## src/design/mem_map_pkg.sv

```systemverilog
package mem_map_pkg;

   // Bus widths.
   localparam int unsigned ADDR_W         = 16;
   localparam int unsigned DATA_W_DEFAULT = 8;

   localparam int unsigned N_MASTERS = 4;
   localparam int unsigned N_REGIONS = 6;

   // Master indices. A lower index wins the grant.
   localparam int unsigned M_CPU  = 0;
   localparam int unsigned M_PPU  = 1;
   localparam int unsigned M_RDMA = 2;
   localparam int unsigned M_WDMA = 3;

   // Region indices double as the bit positions in every select vector.
   localparam int unsigned R_CART   = 0;
   localparam int unsigned R_LCDRAM = 1;
   localparam int unsigned R_WRAM   = 2;
   localparam int unsigned R_OAM    = 3;
   localparam int unsigned R_IOREG  = 4;
   localparam int unsigned R_LWRAM  = 5;

   // Region bounds. LO is inclusive and HI is exclusive.
   localparam logic [ADDR_W-1:0] CART_LO   = 16'h0000;
   localparam logic [ADDR_W-1:0] CART_HI   = 16'h8000;

   localparam logic [ADDR_W-1:0] LCDRAM_LO = 16'h8000;
   localparam logic [ADDR_W-1:0] LCDRAM_HI = 16'hA000;

   // The window from 0xA000 to 0xBFFF is not mapped.
   localparam logic [ADDR_W-1:0] WRAM_LO   = 16'hC000;
   localparam logic [ADDR_W-1:0] WRAM_HI   = 16'hE000;

   localparam logic [ADDR_W-1:0] OAM_LO    = 16'hFE00;
   localparam logic [ADDR_W-1:0] OAM_HI    = 16'hFEA0;

   localparam logic [ADDR_W-1:0] IOREG_LO  = 16'hFF00;
   localparam logic [ADDR_W-1:0] IOREG_HI  = 16'hFF80;

   // The top address 0xFFFF falls outside the high working RAM.
   localparam logic [ADDR_W-1:0] LWRAM_LO  = 16'hFF80;
   localparam logic [ADDR_W-1:0] LWRAM_HI  = 16'hFFFF;

endpackage

```

## src/design/addr_decoder.sv

```systemverilog
`timescale 1ns/1ps

module addr_decoder (
   input  logic [mem_map_pkg::ADDR_W-1:0]    addr,
   input  logic                              we_n,
   input  logic                              re_n,
   output logic [mem_map_pkg::N_REGIONS-1:0] sel
);

   logic active;

   assign active = ~we_n | ~re_n; // Either strobe low is a request.

   assign sel[mem_map_pkg::R_CART]   = active &&
                                       (addr >= mem_map_pkg::CART_LO) &&
                                       (addr <  mem_map_pkg::CART_HI);

   assign sel[mem_map_pkg::R_LCDRAM] = active &&
                                       (addr >= mem_map_pkg::LCDRAM_LO) &&
                                       (addr <  mem_map_pkg::LCDRAM_HI);

   assign sel[mem_map_pkg::R_WRAM]   = active &&
                                       (addr >= mem_map_pkg::WRAM_LO) &&
                                       (addr <  mem_map_pkg::WRAM_HI);

   assign sel[mem_map_pkg::R_OAM]    = active &&
                                       (addr >= mem_map_pkg::OAM_LO) &&
                                       (addr <  mem_map_pkg::OAM_HI);

   assign sel[mem_map_pkg::R_IOREG]  = active &&
                                       (addr >= mem_map_pkg::IOREG_LO) &&
                                       (addr <  mem_map_pkg::IOREG_HI);

   assign sel[mem_map_pkg::R_LWRAM]  = active &&
                                       (addr >= mem_map_pkg::LWRAM_LO) &&
                                       (addr <  mem_map_pkg::LWRAM_HI);

endmodule

```

## src/design/region_port.sv

```systemverilog
`timescale 1ns/1ps

module region_port #(
   parameter int unsigned DATA_W = 8
) (
   input  logic [mem_map_pkg::N_MASTERS-1:0]                           req,
   input  logic [mem_map_pkg::N_MASTERS-1:0][mem_map_pkg::ADDR_W-1:0]  master_addr,
   input  logic [mem_map_pkg::N_MASTERS-1:0][DATA_W-1:0]               master_wdata,
   input  logic [mem_map_pkg::N_MASTERS-1:0]                           master_we_n,
   input  logic [mem_map_pkg::N_MASTERS-1:0]                           master_re_n,
   output logic [mem_map_pkg::ADDR_W-1:0]                              addr,
   output logic [DATA_W-1:0]                                           wdata,
   output logic                                                        we_n,
   output logic                                                        re_n
);

   // The region sits idle unless some master requests it.
   // The loop walks from the highest index down, so the lowest requesting
   // index is the last one written and wins the region.
   always_comb begin
      addr  = '0;
      wdata = '0;
      we_n  = 1'b1;
      re_n  = 1'b1;
      for (int m = mem_map_pkg::N_MASTERS - 1; m >= 0; m--) begin
         if (req[m]) begin
            addr  = master_addr[m];
            wdata = master_wdata[m];
            we_n  = master_we_n[m];
            re_n  = master_re_n[m]; // Both strobes pass as the master drives them.
         end
      end
   end

endmodule

```

## src/design/read_return.sv

```systemverilog
`timescale 1ns/1ps

module read_return #(
   parameter int unsigned DATA_W = 8
) (
   input  logic [mem_map_pkg::N_REGIONS-1:0]             sel,
   input  logic                                          re_n,
   input  logic [mem_map_pkg::N_REGIONS-1:0][DATA_W-1:0] region_rdata,
   output logic [DATA_W-1:0]                             rdata
);

   // The select vector is one-hot, so an OR of the masked region data
   // yields the one selected value. No select gives zero.
   always_comb begin
      rdata = '0;
      if (!re_n) begin
         for (int r = 0; r < mem_map_pkg::N_REGIONS; r++) begin
            if (sel[r]) begin
               rdata = rdata | region_rdata[r];
            end
         end
      end
   end

endmodule

```

## src/design/access_monitor.sv

```systemverilog
`timescale 1ns/1ps

module access_monitor (
   input  logic                              clk,
   input  logic                              arst_n,
   input  logic [mem_map_pkg::N_REGIONS-1:0] sel_cpu,
   input  logic [mem_map_pkg::N_REGIONS-1:0] sel_ppu,
   input  logic [mem_map_pkg::N_REGIONS-1:0] sel_rdma,
   input  logic [mem_map_pkg::N_REGIONS-1:0] sel_wdma,
   output logic                              same_port_error
);

   logic [mem_map_pkg::N_REGIONS-1:0] region_clash;

   // A region clashes when two or more of the four masters select it.
   always_comb begin
      logic [2:0] hits;
      hits = '0;
      for (int r = 0; r < mem_map_pkg::N_REGIONS; r++) begin
         hits = {2'b00, sel_cpu[r]} + {2'b00, sel_ppu[r]} +
                {2'b00, sel_rdma[r]} + {2'b00, sel_wdma[r]};
         region_clash[r] = (hits >= 3'd2);
      end
   end

   // Sticky flag. Once set it holds until the next reset.
   always_ff @(posedge clk or negedge arst_n) begin
      if (!arst_n) begin
         same_port_error <= 1'b0;
      end else if (|region_clash) begin
         same_port_error <= 1'b1;
      end
   end

endmodule

```

## src/design/memory_router.sv

```systemverilog
`timescale 1ns/1ps

module memory_router #(
   parameter int unsigned DATA_W = mem_map_pkg::DATA_W_DEFAULT
) (
   input  logic                           clk,
   input  logic                           arst_n,

   input  logic [mem_map_pkg::ADDR_W-1:0] cpu_addr,
   input  logic [DATA_W-1:0]              cpu_wdata,
   input  logic                           cpu_we_n,
   input  logic                           cpu_re_n,
   output logic [DATA_W-1:0]              cpu_rdata,

   input  logic [mem_map_pkg::ADDR_W-1:0] ppu_addr,
   input  logic [DATA_W-1:0]              ppu_wdata,
   input  logic                           ppu_we_n,
   input  logic                           ppu_re_n,
   output logic [DATA_W-1:0]              ppu_rdata,

   input  logic [mem_map_pkg::ADDR_W-1:0] rdma_addr,
   input  logic                           rdma_re_n,
   output logic [DATA_W-1:0]              rdma_rdata,

   input  logic [mem_map_pkg::ADDR_W-1:0] wdma_addr,
   input  logic [DATA_W-1:0]              wdma_wdata,
   input  logic                           wdma_we_n,

   output logic [mem_map_pkg::ADDR_W-1:0] cart_addr,
   output logic [DATA_W-1:0]              cart_wdata,
   output logic                           cart_we_n,
   output logic                           cart_re_n,
   input  logic [DATA_W-1:0]              cart_rdata,

   output logic [mem_map_pkg::ADDR_W-1:0] lcdram_addr,
   output logic [DATA_W-1:0]              lcdram_wdata,
   output logic                           lcdram_we_n,
   output logic                           lcdram_re_n,
   input  logic [DATA_W-1:0]              lcdram_rdata,

   output logic [mem_map_pkg::ADDR_W-1:0] wram_addr,
   output logic [DATA_W-1:0]              wram_wdata,
   output logic                           wram_we_n,
   output logic                           wram_re_n,
   input  logic [DATA_W-1:0]              wram_rdata,

   output logic [mem_map_pkg::ADDR_W-1:0] oam_addr,
   output logic [DATA_W-1:0]              oam_wdata,
   output logic                           oam_we_n,
   output logic                           oam_re_n,
   input  logic [DATA_W-1:0]              oam_rdata,

   output logic [mem_map_pkg::ADDR_W-1:0] ioreg_addr,
   output logic [DATA_W-1:0]              ioreg_wdata,
   output logic                           ioreg_we_n,
   output logic                           ioreg_re_n,
   input  logic [DATA_W-1:0]              ioreg_rdata,

   output logic [mem_map_pkg::ADDR_W-1:0] lwram_addr,
   output logic [DATA_W-1:0]              lwram_wdata,
   output logic                           lwram_we_n,
   output logic                           lwram_re_n,
   input  logic [DATA_W-1:0]              lwram_rdata,

   output logic                           same_port_error
);

   logic [mem_map_pkg::N_REGIONS-1:0] sel_cpu;
   logic [mem_map_pkg::N_REGIONS-1:0] sel_ppu;
   logic [mem_map_pkg::N_REGIONS-1:0] sel_rdma;
   logic [mem_map_pkg::N_REGIONS-1:0] sel_wdma;

   // Master buses gathered by master index for the region ports.
   logic [mem_map_pkg::N_MASTERS-1:0][mem_map_pkg::ADDR_W-1:0] m_addr;
   logic [mem_map_pkg::N_MASTERS-1:0][DATA_W-1:0]              m_wdata;
   logic [mem_map_pkg::N_MASTERS-1:0]                          m_we_n;
   logic [mem_map_pkg::N_MASTERS-1:0]                          m_re_n;

   logic [mem_map_pkg::N_REGIONS-1:0][mem_map_pkg::N_MASTERS-1:0] region_req;
   logic [mem_map_pkg::N_REGIONS-1:0][DATA_W-1:0]                 region_rdata;

   assign m_addr[mem_map_pkg::M_CPU]   = cpu_addr;
   assign m_addr[mem_map_pkg::M_PPU]   = ppu_addr;
   assign m_addr[mem_map_pkg::M_RDMA]  = rdma_addr;
   assign m_addr[mem_map_pkg::M_WDMA]  = wdma_addr;

   assign m_wdata[mem_map_pkg::M_CPU]  = cpu_wdata;
   assign m_wdata[mem_map_pkg::M_PPU]  = ppu_wdata;
   assign m_wdata[mem_map_pkg::M_RDMA] = '0; // The DMA read port never writes.
   assign m_wdata[mem_map_pkg::M_WDMA] = wdma_wdata;

   assign m_we_n[mem_map_pkg::M_CPU]   = cpu_we_n;
   assign m_we_n[mem_map_pkg::M_PPU]   = ppu_we_n;
   assign m_we_n[mem_map_pkg::M_RDMA]  = 1'b1;
   assign m_we_n[mem_map_pkg::M_WDMA]  = wdma_we_n;

   assign m_re_n[mem_map_pkg::M_CPU]   = cpu_re_n;
   assign m_re_n[mem_map_pkg::M_PPU]   = ppu_re_n;
   assign m_re_n[mem_map_pkg::M_RDMA]  = rdma_re_n;
   assign m_re_n[mem_map_pkg::M_WDMA]  = 1'b1;

   for (genvar r = 0; r < mem_map_pkg::N_REGIONS; r++) begin : g_req
      assign region_req[r][mem_map_pkg::M_CPU]  = sel_cpu[r];
      assign region_req[r][mem_map_pkg::M_PPU]  = sel_ppu[r];
      assign region_req[r][mem_map_pkg::M_RDMA] = sel_rdma[r];
      assign region_req[r][mem_map_pkg::M_WDMA] = sel_wdma[r];
   end

   assign region_rdata[mem_map_pkg::R_CART]   = cart_rdata;
   assign region_rdata[mem_map_pkg::R_LCDRAM] = lcdram_rdata;
   assign region_rdata[mem_map_pkg::R_WRAM]   = wram_rdata;
   assign region_rdata[mem_map_pkg::R_OAM]    = oam_rdata;
   assign region_rdata[mem_map_pkg::R_IOREG]  = ioreg_rdata;
   assign region_rdata[mem_map_pkg::R_LWRAM]  = lwram_rdata;

   addr_decoder u_dec_cpu (
      .addr(cpu_addr), .we_n(cpu_we_n), .re_n(cpu_re_n), .sel(sel_cpu)
   );
   addr_decoder u_dec_ppu (
      .addr(ppu_addr), .we_n(ppu_we_n), .re_n(ppu_re_n), .sel(sel_ppu)
   );
   addr_decoder u_dec_rdma (
      .addr(rdma_addr), .we_n(1'b1), .re_n(rdma_re_n), .sel(sel_rdma)
   );
   addr_decoder u_dec_wdma (
      .addr(wdma_addr), .we_n(wdma_we_n), .re_n(1'b1), .sel(sel_wdma)
   );

   region_port #(.DATA_W(DATA_W)) u_port_cart (
      .req(region_req[mem_map_pkg::R_CART]), .master_addr(m_addr), .master_wdata(m_wdata),
      .master_we_n(m_we_n), .master_re_n(m_re_n),
      .addr(cart_addr), .wdata(cart_wdata), .we_n(cart_we_n), .re_n(cart_re_n)
   );
   region_port #(.DATA_W(DATA_W)) u_port_lcdram (
      .req(region_req[mem_map_pkg::R_LCDRAM]), .master_addr(m_addr), .master_wdata(m_wdata),
      .master_we_n(m_we_n), .master_re_n(m_re_n),
      .addr(lcdram_addr), .wdata(lcdram_wdata), .we_n(lcdram_we_n), .re_n(lcdram_re_n)
   );
   region_port #(.DATA_W(DATA_W)) u_port_wram (
      .req(region_req[mem_map_pkg::R_WRAM]), .master_addr(m_addr), .master_wdata(m_wdata),
      .master_we_n(m_we_n), .master_re_n(m_re_n),
      .addr(wram_addr), .wdata(wram_wdata), .we_n(wram_we_n), .re_n(wram_re_n)
   );
   region_port #(.DATA_W(DATA_W)) u_port_oam (
      .req(region_req[mem_map_pkg::R_OAM]), .master_addr(m_addr), .master_wdata(m_wdata),
      .master_we_n(m_we_n), .master_re_n(m_re_n),
      .addr(oam_addr), .wdata(oam_wdata), .we_n(oam_we_n), .re_n(oam_re_n)
   );
   region_port #(.DATA_W(DATA_W)) u_port_ioreg (
      .req(region_req[mem_map_pkg::R_IOREG]), .master_addr(m_addr), .master_wdata(m_wdata),
      .master_we_n(m_we_n), .master_re_n(m_re_n),
      .addr(ioreg_addr), .wdata(ioreg_wdata), .we_n(ioreg_we_n), .re_n(ioreg_re_n)
   );
   region_port #(.DATA_W(DATA_W)) u_port_lwram (
      .req(region_req[mem_map_pkg::R_LWRAM]), .master_addr(m_addr), .master_wdata(m_wdata),
      .master_we_n(m_we_n), .master_re_n(m_re_n),
      .addr(lwram_addr), .wdata(lwram_wdata), .we_n(lwram_we_n), .re_n(lwram_re_n)
   );

   // Each reading master sees the region its own address selects.
   read_return #(.DATA_W(DATA_W)) u_ret_cpu (
      .sel(sel_cpu), .re_n(cpu_re_n), .region_rdata(region_rdata), .rdata(cpu_rdata)
   );
   read_return #(.DATA_W(DATA_W)) u_ret_ppu (
      .sel(sel_ppu), .re_n(ppu_re_n), .region_rdata(region_rdata), .rdata(ppu_rdata)
   );
   read_return #(.DATA_W(DATA_W)) u_ret_rdma (
      .sel(sel_rdma), .re_n(rdma_re_n), .region_rdata(region_rdata), .rdata(rdma_rdata)
   );

   access_monitor u_access_monitor (
      .clk(clk), .arst_n(arst_n),
      .sel_cpu(sel_cpu), .sel_ppu(sel_ppu), .sel_rdma(sel_rdma), .sel_wdma(sel_wdma),
      .same_port_error(same_port_error)
   );

endmodule

```

## config.mk

```make
export PLATFORM = sky130hd
export DESIGN_NAME = memory_router
export DESIGN_NICKNAME = d
export VERILOG_FILES = /design/src/design/mem_map_pkg.sv /design/src/design/addr_decoder.sv /design/src/design/region_port.sv /design/src/design/read_return.sv /design/src/design/access_monitor.sv /design/src/design/memory_router.sv
export SDC_FILE = /design/constraint.sdc
export NUM_CORES = 1
export LEC_CHECK = 0
export BUFFER_PORTS_ARGS = -buffer_cell sky130_fd_sc_hd__buf_2
export CELL_PAD_IN_SITES_DETAIL_PLACEMENT = 1
export CELL_PAD_IN_SITES_GLOBAL_PLACEMENT = 1
export CORE_ASPECT_RATIO = 0.9
export CORE_UTILIZATION = 30
export CTS_CLUSTER_DIAMETER = 40
export DETAILED_ROUTE_END_ITERATION = 10
export PLACE_DENSITY = 0.95
export REMOVE_ABC_BUFFERS = 1
export SETUP_SLACK_MARGIN = 0.4
export SLEW_MARGIN = 20
export SYNTH_ARGS = -nofsm -noshare
export SYNTH_HDL_FRONTEND = slang
export SYNTH_SLANG_ARGS = --single-unit
```

## constraint.sdc

```tcl
create_clock -name clk -period 6.6 [get_ports clk]
set_clock_uncertainty 0.15 [all_clocks]
set_input_delay 1.32 -clock clk [delete_from_list [all_inputs] [get_ports clk]]
set_output_delay 1.32 -clock clk [all_outputs]
set_load 0.02 [all_outputs]
```

* Yosys cells after proc, flatten, opt, wreduce, memory -nomap -nowiden *
Index checks and enable logic that the tools add are counted.

word-level totals
  bits of input ports = 144
  logic and storage cells = 271
  register bits = 1

operators by class
  magnitude comparators = 54
  reductions and logical operators = 49
  add/subtract/negate cells = 18
  bitwise operators = 23
  multiplexer cells = 126

operator list
  operator                                              number
  2-to-1 mux 8 bit                                      60
  < comparator 16 bit, second input constant            24
  2-to-1 mux 16 bit                                     24
  >= comparator 16 bit, second input constant           20
  bitwise OR 8 bit                                      15
  >= comparator 16 x 1 -> 1 bit, second input constant  4
  logical AND 1 bit                                     48
  2-to-1 mux 1 bit                                      42
  adder 3 x 1 -> 3 bit                                  12
  >= comparator 3 x 2 -> 1 bit, second input constant   6
  adder 1 x 1 -> 2 bit                                  6
  inverter 1 bit                                        6
  OR reduction 6 bit                                    1
  bitwise OR 1 bit                                      2

* Logic depth before layout (Yosys ltp) *
  depth in word-level cells = 21
  depth in mapped cells = 13
  gate-level depth less buffers = 10

* Cells and area by module *
From an unflattened synthesis, not the netlist that was laid out.

second synthesis, totals
  cells, all modules = 811
  area, all modules = 5,441.5 µm²

modules (own cells, without submodules)
  module          cells each  instances  seq. area each (µm²)  area each (µm²)
  region_port     99          6          0.0                   630.6
  read_return     39          3          0.0                   306.5
  addr_decoder    15          4          0.0                   111.4
  access_monitor  38          1          25.0                  285.3
  memory_router   2           1          0.0                   7.5

* Least setup slack after synthesis *
Ideal clock, no wire load.

  path type = in2out
  start point = input ppu_we_n
  end point = output lwram_addr[5] in the netlist's numbering
  required time = 5.130 ns
  stages on the path = 8
  arrival time = 3.252 ns
  slack = 1.878 ns
  path buffers = 2
  path through = buf_2 > a21bo_1 > nor4_1 > nand2_1 > inv_2 > clkbuf_1 > a211oi_1 > o31ai_1

on the way
  longest elaborated chain between the ends = 6

RTL lines
  element                          RTL line             source
  from (decl)                      memory_router.sv:17  input logic ppu_we_n,
  inverter 1 bit                   addr_decoder.sv:12   assign active = ~we_n | ~re_n;
  bitwise OR 1 bit                 addr_decoder.sv:12
  logical AND 1 bit                addr_decoder.sv:34   assign sel[mem_map_pkg::R_LWRAM] = active &&
  logical AND 1 bit                addr_decoder.sv:35   (addr >= mem_map_pkg::LWRAM_LO) &&
  2-to-1 mux 16 bit (2 in series)  region_port.sv:26    if (req[m]) begin
  to (decl)                        memory_router.sv:59  output logic [mem_map_pkg::ADDR_W-1:0] lwram_addr,

Every way passes these cells.

* Worst setup path in the final report *
  start point = input cpu_we_n
  end point = output cpu_rdata[3]

on the way
  longest elaborated chain between the ends = 21
  elaborated cells between the ends (all ways) = 31

RTL lines
  element               RTL line             source
  from (decl)           memory_router.sv:11  input logic cpu_we_n,
  inverter 1 bit (*)    addr_decoder.sv:12
  bitwise OR 1 bit (*)  addr_decoder.sv:12
  logical AND 1 bit     addr_decoder.sv:14   assign sel[mem_map_pkg::R_CART] = active &&
  logical AND 1 bit     addr_decoder.sv:15   (addr >= mem_map_pkg::CART_LO) &&
  2-to-1 mux 8 bit      read_return.sv:18    if (sel[r]) begin
  2-to-1 mux 8 bit      read_return.sv:16    if (!re_n) begin
  bitwise OR 8 bit      read_return.sv:19    rdata = rdata | region_rdata[r];
  2-to-1 mux 8 bit      read_return.sv:18
  [5 not listed]        n/a
  2-to-1 mux 8 bit      read_return.sv:18
  2-to-1 mux 8 bit      read_return.sv:16
  bitwise OR 8 bit      read_return.sv:19
  2-to-1 mux 8 bit      read_return.sv:18
  2-to-1 mux 8 bit      read_return.sv:16
  bitwise OR 8 bit      read_return.sv:19
  2-to-1 mux 8 bit (*)  read_return.sv:18
  2-to-1 mux 8 bit (*)  read_return.sv:16
  to (decl)             memory_router.sv:13  output logic [DATA_W-1:0] cpu_rdata,

Mark *: on every way between the ends. The rest lies on a longest branch, timed or not. The select of a mux whose other input is x is not followed.

==> run metrics <==
actual slew at the worst max-slew pin=between 1 and 1.5 ns; first-pass GRT wire length=46.6 mm; Synth area leaders=o21ai_0, a221o_1, nand2_1; max FFs per register=1; Setup crit start kind=input pin; dpl hpwl=22.2 mm; Worst Path Max Fanout=31; core box area=roughly 15000 um2; Cell Area, Synth=4780 um2; largest register by flop count=u_access_monitor.same_port_error; Top delay family on crit path=buffers and inverters; Post-Synthesis Cells=just under 800; biggest regs=u_access_monitor.same_port_error x1; largest net degree at the start of global routing=35; ys async rst share=1.00; setup tns final=0 ns; WP depth=8; gr ovfl total=0; FP Rows=43; Yosys cell types=62; Max Fclk=177 MHz; Final Setup Violations=0; Area after DPL=6460 um2; commonest non-fill, non-tap cell in the layout=buf_2; Slew headroom=0.261; Die Footprint=between 15000 and 20000 um2; Comb power frac=0.984; area share of the largest cell type after synthesis=0.126; PwrDens=59.5 nW/um2; Worst R2R Path Depth=4; crit path buf inv count=3; Net Sw Frac=0.662; fin. max-slew vios=0; number of flops mapped to enable cells by yosys=0; most frequent cells in the layout=buf_2, o21ai_0, nand2_1; DRC violations left=0; # port buffers=318; register area share after synthesis=0.00524; Yosys reg bits=1; hold path depth=4; DR WL/cell=roughly 25 um; GRT busiest layer=met2; design area=6480 um2; vias in the first global route=about 8500; PostCTS Resize Cnt=0; CP Cell Sequence=buf_2 > a21bo_1 > or4_1 > or2_1 > inv_2 > a221oi_1 > a21oi_2 > buf_2; final hold vios=0; Post-Syn Area per Cell=between 6 and 7 um2; Synth warnings=0; total number of vias=about 8600; leakage=3.16 nW; Initial DRC Count=between 1000 and 1500; area grow syn2layout=35.5%; # hold bufs at CTS=0; Pwr Total=between 0.3 and 0.4 mW; I/O pins=roughly 330; nets=1204; VDD IR max=between 0.00003 and 0.00004 V; Initial Utilization=0.308; Clock Latency Late Sink=0 ns; clock power share=0; cell taking the most area after synthesis=o21ai_0; Slowest-stage cell, CP=inv_2; cell mode on critical path=buf_2; final wirelength=approximately 31 mm; CTS clk-pin slew, worst paths=0 ns; chip width=135 um; met3 Use GR=0.0524; Sequential Power Share=0.016; fill count=~2200; DR vias/cell=around 6.9; layout cells sized above 1=0.363; post-route antenna net violation count=0; grt met1 use=0.439; Int Pwr=0.130 mW; critical path's largest stage delay=around 0.73 ns; global placement routability congestion=0.963; Worst Path Required=about 5 ns; CP Class=input pin to primary output; Arr. time, crit path=~4.2 ns; CP endpoint kind=primary output; max capacitance violation total=0; initial antenna violation count=2; Final Cycle Share=0.856; post-CTS setup buffers=0; RSZ-0062 raised after global routing=no; Min Clock Period, post-route=5.65 ns; Pre-antenna DRT Iters=8; Net Sw Power=~0.25 mW; gr usage total=0.360; met2 GRT Util=0.609; die span in y=between 100 and 150 um; Hold WC Path Type=register to register; top_reg_cell synth=dfrtp_1; outcome=complete, no violations
## logic make-up (layout without fill, tap and decap cells)
| kind of cell | count (synthesis) | count (layout) | synth area share |
|---|---|---|---|
| fa+ha+maj | 12 | 12 | 0.0314 |
| compound gates | 363 | 363 | 0.525 |
| simple gates | 301 | 301 | 0.319 |
| buf+inv | 114 | 359 | 0.110 |
| mux | 4 | 4 | 0.00890 |
| other cells | 1 | 8 | 0.000785 |
| flops | 1 | 1 | 0.00524 |
## synthesized netlist by cell type (2+ instances only)
cell / n
nand3_1: 30
inv_1: 10
nor4_2: 3
nor2_1: 67
a31oi_1: 5
buf_6: 2
or3_1: 4
mux2i_1: 2
a22o_1: 8
or4_1: 30
buf_1: 3
buf_2: 12
nand2_1: 108
a22oi_1: 36
and3_1: 9
a221oi_1: 25
nor4_1: 3
a211oi_1: 9
mux2_2: 2
a22oi_2: 5
a221o_1: 41
o21a_1: 2
buf_4: 8
clkbuf_1: 71
o21ai_0: 120
a21oi_2: 5
nor4b_2: 2
a21bo_1: 2
a21o_1: 2
a222oi_1: 24
and4_1: 8
nor3_2: 2
o31ai_1: 10
nor3_1: 7
inv_2: 4
buf_12: 2
nand4_1: 17
a21oi_1: 61
ha_1: 12
## final cells by class
type                       count  area (um2)  area share
timing repair buffer         343        1780       0.275
inverter                      16        65.1      0.0100
tap                          202         253      0.0390
antenna                        2        5.00    0.000773
sequential                     1        25.0     0.00386
multi-input combinational    686        4350       0.671
## metrics by stage
step                instances  setup WS [ns]   util  hold WS [ns]
floorplan                 703          0.117      -         0.525
global placement         1247           1.07  0.417         0.471
detailed placement       1247          0.886  0.417         0.491
CTS                      1247          0.881  0.417         0.492
global route             1250          0.869  0.418         0.545
finish                   1250          0.951  0.418         0.472
## path summary, 6_finish.rpt
| check | end | slack (ns) | from |
|---|---|---|---|
| max reg2reg | u_access_monitor.same_port_error | 5.32 | u_access_monitor.same_port_error |
| min in group asynchronous | u_access_monitor.same_port_error | 0.95 | arst_n |
| max | cpu_rdata[3] | 0.95 | cpu_we_n |
| max in group asynchronous | u_access_monitor.same_port_error | 5.27 | arst_n |
| min reg2reg | u_access_monitor.same_port_error | 0.47 | u_access_monitor.same_port_error |
| min | u_access_monitor.same_port_error | 0.47 | u_access_monitor.same_port_error |
## power groups by stage
stage / combinational (mW) / clock (mW) / sequential [mW]
after floorplan: 0.174 / 0 / 0.00624
after global placement: 0.357 / 0 / 0.00624
after detailed placement: 0.367 / 0 / 0.00624
after CTS: 0.368 / 0 / 0.00624
after global routing: 0.399 / 0.0000000406 / 0.00624
final: 0.379 / 0.0000000407 / 0.00624
## layer usage
layer,share of wire,vias up
li1,-,3636
met1,0.37,4034
met2,0.47,769
met3,0.11,170
met4,0.051,0
met5,0,-
## worst min-delay path: cells and delay by family (launching register included)
kind               cells  cell delay, ns
AOI/OAI and AO/OA      1            0.04
and+or+nand+nor        3            0.20
DFF                    1            0.33
(Power assumes the default switching activity.)
